<file path="src/diad_isa_pkg.sv">
/* Instruction set of the diad core: opcodes, instruction fields and the payload
   handed from decode/execute to memory/writeback */
package diad_isa_pkg;

    localparam int REG_COUNT = 16;

    typedef logic [23:0] word_t;
    typedef logic [3:0] reg_idx_t;
    typedef logic signed [11:0] imm_t;

    typedef enum logic [7:0] {
        OP_NOP  = 8'h00,
        OP_ADD  = 8'h01,
        OP_SUB  = 8'h02,
        OP_ADDI = 8'h11,
        OP_LD   = 8'h20,
        OP_ST   = 8'h21,
        OP_BZ   = 8'h30,
        OP_HLT  = 8'hff
    } opcode_t;

    // Register form of an instruction word
    // ADDI and BZ reuse bits 11..0 as the immediate
    typedef struct packed {
        opcode_t  op;
        reg_idx_t rd;
        reg_idx_t rs;
        reg_idx_t rt;
        logic [3:0] spare;
    } instr_t;

    // Executed instruction on its way to memory/writeback
    // result holds the ALU value, or the address for LD and ST
    typedef struct packed {
        logic     valid;
        opcode_t  op;
        reg_idx_t rd;
        word_t    result;
        word_t    sdata;
    } exec_t;

endpackage
</file>
<file path="src/diad_bus_pkg.sv">
/* Memory side of the diad core: addresses, requests to the unified memory and
   the retire trace that the core reports to the outside */
package diad_bus_pkg;

    // Memory words are the instruction set's words
    import diad_isa_pkg::word_t;
    export diad_isa_pkg::word_t;

    localparam int MEM_WORDS = 256;

    typedef logic [7:0] addr_t;

    // A requester keeps this stable until its grant is high
    typedef struct packed {
        logic  req;
        logic  we;
        addr_t addr;
        word_t wdata;
    } mem_req_t;

    // One architectural side effect: a register write or a store
    typedef struct packed {
        logic                   valid;
        logic                   is_store;
        diad_isa_pkg::reg_idx_t idx;
        addr_t                  addr;
        word_t                  data;
    } retire_t;

endpackage

</file>
<file path="src/decode_execute.sv">
/* Decode/execute stage: register file, operand forwarding, load-use interlock,
   ALU and branch resolution. Results leave registered in the exec struct */
module decode_execute (
    input  logic                   clk,
    input  logic                   rst,
    input  logic                   ivalid,
    input  diad_bus_pkg::addr_t    ipc,
    input  diad_isa_pkg::word_t    instr,
    input  logic                   busy,
    input  logic                   wb_we,
    input  diad_isa_pkg::reg_idx_t wb_idx,
    input  diad_isa_pkg::word_t    wb_data,
    output logic                   hold,
    output logic                   redirect,
    output logic                   halt_fetch,
    output diad_bus_pkg::addr_t    target,
    output diad_isa_pkg::exec_t    exec
);
    import diad_isa_pkg::*;
    import diad_bus_pkg::*;

    typedef enum logic {RUN, HALTED} de_state_t;

    de_state_t state;
    word_t     rf [REG_COUNT];
    instr_t    f;
    imm_t      imm;
    word_t     imm_ext;
    reg_idx_t  a_idx;
    logic      use_a;
    logic      use_b;
    word_t     a_val;
    word_t     b_val;
    word_t     result;
    logic      ex_alu;
    logic      load_use;
    logic      accept;
    logic      taken;
    logic      ex_valid;
    opcode_t   ex_op;
    reg_idx_t  ex_rd;
    word_t     ex_result;
    word_t     ex_sdata;

    // Newest copy of a register: exec result, then write-back, then the file
    function automatic word_t operand(reg_idx_t idx);
        if (ex_alu && ex_rd == idx)
            return ex_result;
        if (wb_we && wb_idx == idx)
            return wb_data;
        return rf[idx];
    endfunction

    assign f       = instr;
    assign imm     = instr[11:0];
    assign imm_ext = {{12{imm[11]}}, imm};

    // ADDI and BZ take their register operand from rd
    always_comb begin
        use_a = 1'b0;
        use_b = 1'b0;
        a_idx = f.rs;
        case (f.op)
            OP_ADD, OP_SUB, OP_ST: begin
                use_a = 1'b1;
                use_b = 1'b1;
            end
            OP_ADDI, OP_BZ: begin
                use_a = 1'b1;
                a_idx = f.rd;
            end
            OP_LD: use_a = 1'b1;
            default: ;
        endcase
    end

    always_comb begin
        a_val = operand(a_idx);
        b_val = operand(f.rt);
    end

    assign ex_alu   = ex_valid && (ex_op == OP_ADD || ex_op == OP_SUB || ex_op == OP_ADDI);
    assign load_use = ex_valid && ex_op == OP_LD &&
                      ((use_a && a_idx == ex_rd) || (use_b && f.rt == ex_rd));

    assign hold       = busy || (ivalid && load_use);
    assign accept     = ivalid && !hold && state == RUN;
    assign halt_fetch = state == HALTED;
    assign taken      = f.op == OP_BZ && a_val == '0;

    always_comb begin
        case (f.op)
            OP_ADD:       result = a_val + b_val;
            OP_SUB:       result = a_val - b_val;
            OP_ADDI:      result = a_val + imm_ext;
            OP_LD, OP_ST: result = a_val;
            default:      result = '0;
        endcase
    end

    always_ff @(posedge clk or posedge rst) begin
        if (rst) begin
            state    <= RUN;
            redirect <= 1'b0;
            ex_valid <= 1'b0;
            for (int i = 0; i < REG_COUNT; i++)
                rf[i] <= '0;
        end else begin
            if (wb_we)
                rf[wb_idx] <= wb_data;
            redirect <= accept && taken;
            // Exec keeps its contents while writeback is busy
            if (!busy)
                ex_valid <= accept;
            if (accept && f.op == OP_HLT)
                state <= HALTED;
        end
    end

    always_ff @(posedge clk) begin
        if (accept && taken)
            target <= ipc + addr_t'(1) + addr_t'(imm);
        if (accept) begin
            ex_op     <= f.op;
            ex_rd     <= f.rd;
            ex_result <= result;
            // ST writes rt to the word addressed by rs
            ex_sdata  <= b_val;
        end
    end

    assign exec = '{valid: ex_valid, op: ex_op, rd: ex_rd, result: ex_result,
                    sdata: ex_sdata};

endmodule

</file>
<file path="config.mk">
export PLATFORM = sky130hd
export DESIGN_NAME = decode_execute
export DESIGN_NICKNAME = d
export VERILOG_FILES = /design/src/diad_isa_pkg.sv /design/src/diad_bus_pkg.sv /design/src/decode_execute.sv
export SDC_FILE = /design/constraint.sdc
export NUM_CORES = 1
export LEC_CHECK = 0
export BUFFER_PORTS_ARGS = -buffer_cell sky130_fd_sc_hd__buf_2
export CAP_MARGIN = 10
export CELL_PAD_IN_SITES_DETAIL_PLACEMENT = 1
export CELL_PAD_IN_SITES_GLOBAL_PLACEMENT = 1
export CORE_MARGIN = 5
export CORE_UTILIZATION = 43
export CTS_BUF_LIST = sky130_fd_sc_hd__clkbuf_8
export CTS_CLUSTER_SIZE = 30
export DETAILED_ROUTE_END_ITERATION = 12
export PLACE_DENSITY = 0.67
export SYNTH_ARGS = -nofsm -noshare
export SYNTH_HDL_FRONTEND = slang
export SYNTH_SLANG_ARGS = --single-unit
</file>
<file path="constraint.sdc">
create_clock -name clk -period 13.5 [get_ports clk]
set_input_delay 1.35 -clock clk [delete_from_list [all_inputs] [get_ports clk]]
set_output_delay 1.35 -clock clk [all_outputs]
set_load 0.1 [all_outputs]
</file>
; ---- Word-level counts from Yosys, hierarchy flattened
; Cells that the tools add are included.
[totals]
reg_bits = 455
[classes]
reduce_logical = 26
muxes = 27
n_lt_le_gt_ge = 4
bitwise_logic = 4
eq_ne = 17
addsub = 5
[op_table]
columns = cell, n
row1 = bitwise mux 384 bit, 1
row2 = two-way mux 24 bit, 13
row3 = binary-select mux 24 bit (select 4 bit), 2
row4 = demux 24 bit (select 4 bit), 1
row5 = case mux 24 bit (4 select lines), 1
row6 = adder 24 bit, 2
row7 = "equality test 8 x 6 -> 1 bit, second input constant", 4
row8 = equality test 4 bit, 6
row9 = zero test 24 bit, 1
row10 = subtractor 24 bit, 1
row11 = "equality test 8 x 1 -> 1 bit, second input constant", 2
row12 = "equality test 8 x 2 -> 1 bit, second input constant", 2
row13 = "equality test 8 x 5 -> 1 bit, second input constant", 2
row14 = logical AND 1 bit, 16
row15 = "greater-or-equal comparator 5 bit, second input constant", 3
row16 = inverter 4 -> 5 bit, 3
row17 = "adder 8 x 1 -> 8 bit, second input constant", 1
row18 = adder 8 bit, 1
row19 = "equality test 8 bit, second input constant", 1
row20 = two-way mux 1 bit, 8
row21 = OR reduction 6 bit, 1
row22 = "less-than comparator 5 x 1 -> 1 bit, second input constant", 1
row23 = logical OR 1 bit, 4
row24 = two-way mux 4 bit, 1
row25 = other kinds (4), 5

; ---- Longest topological paths before layout
[logic_depth]
ltp_word = 13
depth_mapped = 29

; ---- Worst setup path before layout
; No wires, ideal clock.
[synth_timing]
path_type = input -> register
startpoint = input port instr[21]
endpoint = register target[0] (enable)
setup_time_ps = 335
path_buffers = 3
arrival_time_ps = 7251
path_stages = 15
path_slack_ps = 5914
cell_sequence = clkbuf_1 > xor2_1 > and4_1 > buf_2 > a21o_1 > buf_2 > a21oi_1 > or2_2 > o32ai_1 > a41o_1 > or2_2 > nor2_1 > nand4_1 > nor4_1 > and3_1
[synth_via]
elab_chain_cells = 13
word_cells_on_any_way = 39
cone_classes = eq/ne (9) / mux (12) / bitwise (1) / reduce/logical (17)
[synth_rtl]
columns = item, line
row1 = start: declaration, decode_execute.sv:8  ; input diad_isa_pkg::word_t instr,
row2 = equality test 8 x 6 -> 1 bit / equality test 8 x 5 -> 1 bit (equally long branches), decode_execute.sv:63  ; case (f.op)
row3 = OR reduction 2 bit, n/a
row4 = two-way mux 4 bit, decode_execute.sv:63
row5 = equality test 4 bit, decode_execute.sv:84  ; ((use_a && a_idx == ex_rd) || (use_b && f.rt == ex_rd));
row6 = logical AND 1 bit, decode_execute.sv:84
row7 = logical OR 1 bit *, decode_execute.sv:84
row8 = logical AND 1 bit *, decode_execute.sv:83  ; assign load_use = ex_valid && ex_op == OP_LD &&
row9 = logical AND 1 bit *, decode_execute.sv:86  ; assign hold = busy || (ivalid && load_use);
row10 = logical OR 1 bit *, decode_execute.sv:86
row11 = via hold, decode_execute.sv:13  ; output logic hold,
row12 = zero test 1 bit *, decode_execute.sv:87  ; assign accept = ivalid && !hold && state == RUN;
row13 = logical AND 1 bit * (2 in a row), decode_execute.sv:87
row14 = via accept, decode_execute.sv:37  ; logic accept;
row15 = logical AND 1 bit *, decode_execute.sv:121  ; if (accept && taken)
row16 = end signal: assignment, decode_execute.sv:122  ; target <= ipc + addr_t'(1) + addr_t'(imm);
row17 = end: declaration, decode_execute.sv:16  ; output diad_bus_pkg::addr_t target,
; Mark *: on every way through the listed nets, which the timed path passes. The rest lies on a longest branch. The select of a mux whose other input is x is not followed.
; A chain may end at the register's enable or synchronous reset.

; ---- Worst setup path in the final report
[layout_timing]
startpoint = input port instr[19]
endpoint = register ex_result[23] (data pin)
[layout_via]
elab_chain_cells = 11
word_cells_on_any_way = 27
cone_classes = add/sub (3) / eq/ne (8) / mux (11) / bitwise (1) / reduce/logical (4)
[layout_rtl]
columns = item, line
row1 = equality test 8 x 6 -> 1 bit / equality test 8 x 5 -> 1 bit (equally long branches), "decode_execute.sv:63, decode_execute.sv:92"
row2 = OR reduction 2 bit, n/a
row3 = two-way mux 4 bit, decode_execute.sv:63
row4 = inverter 4 -> 5 bit (implied by the code) / equality test 4 bit (equally long branches), "decode_execute.sv:51, decode_execute.sv:49"
row5 = binary-select mux 24 bit (select 4 bit) / logical AND 1 bit (equally long branches), "decode_execute.sv:51, decode_execute.sv:49"
row6 = two-way mux 24 bit (implied by the code) / two-way mux 1 bit (equally long branches) (2 in a row), "decode_execute.sv:51, decode_execute.sv:49"
row7 = two-way mux 24 bit, decode_execute.sv:51  ; return rf[idx];
row8 = two-way mux 24 bit, decode_execute.sv:49  ; if (wb_we && wb_idx == idx)
row9 = adder 24 bit (tied with other cells), decode_execute.sv:95  ; OP_ADDI: result = a_val + imm_ext;
row10 = case mux 24 bit (4 select lines) *, decode_execute.sv:92  ; case (f.op)
row11 = end signal: assignment, decode_execute.sv:126  ; ex_result <= result;
row12 = end: declaration, decode_execute.sv:42  ; word_t ex_result;
; Every way passes the cells marked *; elsewhere a longest branch is shown, timed or not. The select of a mux whose other input is x is not followed.

==> results.md <==
* Dpl cells at slightly above 3k
* Number of global-route vias before repair at 21.6k
* Std-Cell Rows at between 90 and 100
* Clock net sink count at around 460
* Setup repair bufs after CTS at 0
* Slew at the pin closest to its max-slew limit at around 1.3 ns
* Routed wire length per instance at just under 30 um
* Cts bufs inserted at between 80 and 90
* Peak per-stage delay on the critical path at 0.72 ns
* Number of instances in the synthesized netlist at between 2k and 2.5k
* Slew margin rel. at 0.162
* Clock Skews at just over 0.04 ns
* Antenna violations before repair at 5
* Maximum achievable frequency at ~120 MHz
* Reported max-cap violation count at 0
* Crit Path Class: in2reg
* Antenna viol nets, final at 0
* Total iterations of the first detailed-routing run at 6
* Final critical path time including I/O delays and setup at about 8 ns
* Number of buffers and inverters on the critical path at 2
* Distinct cell type count of the synthesized netlist at 79
* Clock Pin Slew Worst Setup and Hold Paths at ~0.060 ns
* Final Instance Area at about 30,000 um^2
* Area added between synthesis and finish at 12.1%
* Total number of vias at 20.5k
* Nets@finish at around 2.5k
* Cell type of the slowest stage on the worst timing path: sky130_fd_sc_hd__a2111oi_0
* Initial standard-cell utilization of the core at 0.433
* Count of cells resized by post-cts repair at 0
* Number of nets in the synthesized netlist at around 2.4k
* Die Area at 67,200 um^2
* Data required, critical path at about 14 ns
* Power, Total at 4.49 mW
* Max FO, Critical Path at 20
* Area of the mapped netlist at about 27,000 um^2
* Maximum ir drop on the vdd rail at 59.8 uV
* H-Tree Level Count at 3
* Nature of the critical path endpoint: register
* Cells along the critical path: buf_2 -> nor4_2 -> and4_1 -> a21o_1 -> buf_4 -> nand2_1 -> o221ai_1 -> a21oi_1 -> o21ai_0 -> o21ai_0 -> a21oi_1 -> ha_1 -> a21o_1 -> a21o_1 -> a2111oi_0 -> o31ai_1 -> a41o_1 -> nand2_1 -> a31oi_1 -> o21a_1 -> nor2_1 -> o21ai_0 -> and2_1 -> a211o_1
* Buffer depth of the longest clock path at 3
* Kind of launch point of the worst setup path: primary input
* Total routed wirelength at ~97,000 um
* IO buf count at 136
* CTS root buf: sky130_fd_sc_hd__clkbuf_8
* Arrival time worst endpoint at about 8.4 ns
* Post-placement cell area at roughly 28,000 um^2
* Count of flip-flops with a built-in enable after synthesis at between 60 and 70
* Path class of the lowest-slack min-delay path: reg2reg
* Ratio of final minimum period to clock period at 0.593
* Largest net degree at the start of global routing at ~110
* Setup total negative slack at 0 ns
* Die Span X at around 260 um
* Share of the core filled with cells at 0.486
* Per-instance average area after synthesis at about 12 um^2
* Gp weighted congestion at between 0.8 and 0.9
* Post-detailed-placement half-perimeter wirelength at a little over 60,000 um
* Final standard cell count with taps included and fillers excluded at roughly 3.3k
* Result of the run: finished clean
* Detailed Route Iter0 Violations at 1,678
* Fraction of registers with async set/reset at 0.851
* Clock latency on the worst-skew pair at 0.69 ns
* Grt total ovfl at 0
* Overall track demand over capacity in global routing at 0.283
* Cts-stage hold buffer count at 0
* Number of remaining DRC errors at 0
* Pwr per Cell Area at roughly 150 nW/um^2
* Layout cells sized above 1 at 0.352
* Register bit total from synthesis at 455
* Average via count per standard cell at 6.28
* Total of endpoints with negative setup slack in the final report at 0
* LEAKAGE at about 13 nW
* TritonCTS clock tree: built
* Number of hold-slack violations in the final timing report at 0
* Wire length of the first global-routing pass at about 140,000 um
* Number of inserted filler cells in the final layout at 6,422
* Count of boundary I/O pins at roughly 140
* Placeable core region at 61,600 um^2
* RSZ-0062 raised after global routing: no
* Floorplan die height at ~260 um
* Largest delay contributor family on the critical path: compound AO/OA/AOI/OAI gates
* Count of pins over their slew limit at 0
* Sequential cell area fraction in the yosys report at 0.439
* Most frequently used flop master after synthesis: sky130_fd_sc_hd__dfrtp_1
* YS warnings at 0
-- metrics by stage --
step | setup slack, ns | hold WS [ns]
floorplan | 1.39 | 0.465
global placement | 5.17 | 0.481
detailed placement | 5.04 | 0.506
CTS | 5.75 | 0.523
global route | 5.28 | 0.539
finish | 5.49 | 0.512
-- cell families after synthesis --
family                     after synthesis  share of synthesized area
AOI/OAI and AO/OA                      350                     0.0910
xor gates and xnor gates                58                     0.0190
adders and majority gates               45                     0.0217
buffers and inverters                  215                     0.0369
DFF                                    455                      0.439
muxes                                  635                      0.306
and+or+nand+nor                        496                     0.0858
-- power by group --
group | switching [mW] | internal (mW)
clock network | 0.620 | 0.773
logic | 0.621 | 0.587
registers | 0.216 | 1.67
-- layer usage --
| metal | vias up | track usage | wire length [um] |
|---|---|---|---|
| met3 | 168 | 0.0535 | 7280 |
| li1 | 8644 | - | - |
| met4 | 0 | 0.0967 | 2940 |
| met5 | - | 0 | 0 |
| met2 | 843 | 0.466 | 46700 |
| met1 | 10800 | 0.380 | 40100 |
-- final timing paths --
path                                      start                           to  slack, ns  cells past startpoint
max                                   instr[19]  ex_result[23]$_SDFFCE_PN0P_       5.49                     24
min                        ex_valid$_DFFE_PP0N_         ex_valid$_DFFE_PP0N_       0.51                      1
max reg2reg                  ex_op[7]$_DFFE_PP_  ex_result[23]$_SDFFCE_PN0P_       6.87                     22
min reg2reg                ex_valid$_DFFE_PP0N_         ex_valid$_DFFE_PP0N_       0.51                      1
max in group asynchronous                   rst          rf[191]$_DFFE_PP0P_      11.03                      3
min in group asynchronous                   rst           rf[86]$_DFFE_PP0P_       0.84                      2
-- layout make-up --
| type | instances | area [um^2] | share of cell area |
|---|---|---|---|
| clock buffer | 108 | 1490 | 0.0497 |
| multi-input combinational | 1584 | 14100 | 0.473 |
| inverter | 39 | 154 | 0.00514 |
| sequential | 455 | 11700 | 0.392 |
| tap | 837 | 1050 | 0.0350 |
| clock inverter | 42 | 267 | 0.00891 |
| antenna | 5 | 12.5 | 0.000418 |
| timing repair buffer | 187 | 1080 | 0.0363 |
-- placed cells by master, fill, tap and decap left out, types with 25 or more instances in the layout --
| cell | instances |
|---|---|
| sky130_fd_sc_hd__edfxtp_1 | 68 |
| sky130_fd_sc_hd__mux2_2 | 386 |
| sky130_fd_sc_hd__inv_1 | 61 |
| sky130_fd_sc_hd__mux2i_1 | 141 |
| sky130_fd_sc_hd__xor2_1 | 28 |
| sky130_fd_sc_hd__buf_2 | 134 |
| sky130_fd_sc_hd__xnor2_1 | 30 |
| sky130_fd_sc_hd__nand3_1 | 54 |
| sky130_fd_sc_hd__o21ai_0 | 50 |
| sky130_fd_sc_hd__mux4_2 | 106 |
| sky130_fd_sc_hd__nor2_1 | 79 |
| sky130_fd_sc_hd__buf_4 | 51 |
| sky130_fd_sc_hd__ha_1 | 43 |
| sky130_fd_sc_hd__dfrtp_1 | 387 |
| sky130_fd_sc_hd__nand2_1 | 237 |
| sky130_fd_sc_hd__a22oi_1 | 25 |
| sky130_fd_sc_hd__clkbuf_8 | 108 |
| sky130_fd_sc_hd__a21oi_1 | 68 |
-- registers in the layout, indices dropped and copies added, names as in the netlist --
name,cells
halt_fetch,1
ex_sdata,24
target,8
ex_valid,1
ex_rd,4
rf,384
redirect,1
ex_result,24
ex_op,8
-- synthesized netlist by cell type, drive strengths merged (6+ instances only) --
cell / instances / area, um^2
a211oi: 13 / 97.6
xor2: 28 / 245
a22o: 24 / 210
and2: 6 / 40.0
edfxtp: 68 / 2040
buf: 71 / 444
nand2: 237 / 890
a21oi: 73 / 373
xnor2: 30 / 263
nor3b: 6 / 60.1
nand4: 9 / 56.3
a311oi: 8 / 70.1
o221ai: 11 / 96.3
o22ai: 16 / 100
mux2: 387 / 4360
o21a: 6 / 45.0
or2: 6 / 37.5
ha: 43 / 538
dfrtp: 387 / 9680
a21o: 18 / 136
nand3: 55 / 280
nor2: 90 / 338
mux4: 106 / 2390
a22oi: 25 / 188
nor4: 15 / 121
mux2i: 142 / 1430
a31oi: 14 / 87.6
inv: 39 / 146
and3: 8 / 50.1
a32oi: 24 / 210
clkbuf: 105 / 394
nor3: 18 / 105
o21bai: 6 / 45.0
nand2b: 9 / 56.3
o211ai: 16 / 120
o21ai: 51 / 255
or3: 15 / 93.8
or4: 6 / 45.0
nor2b: 9 / 56.3
Note: power is estimated with default switching activity, not from simulation.
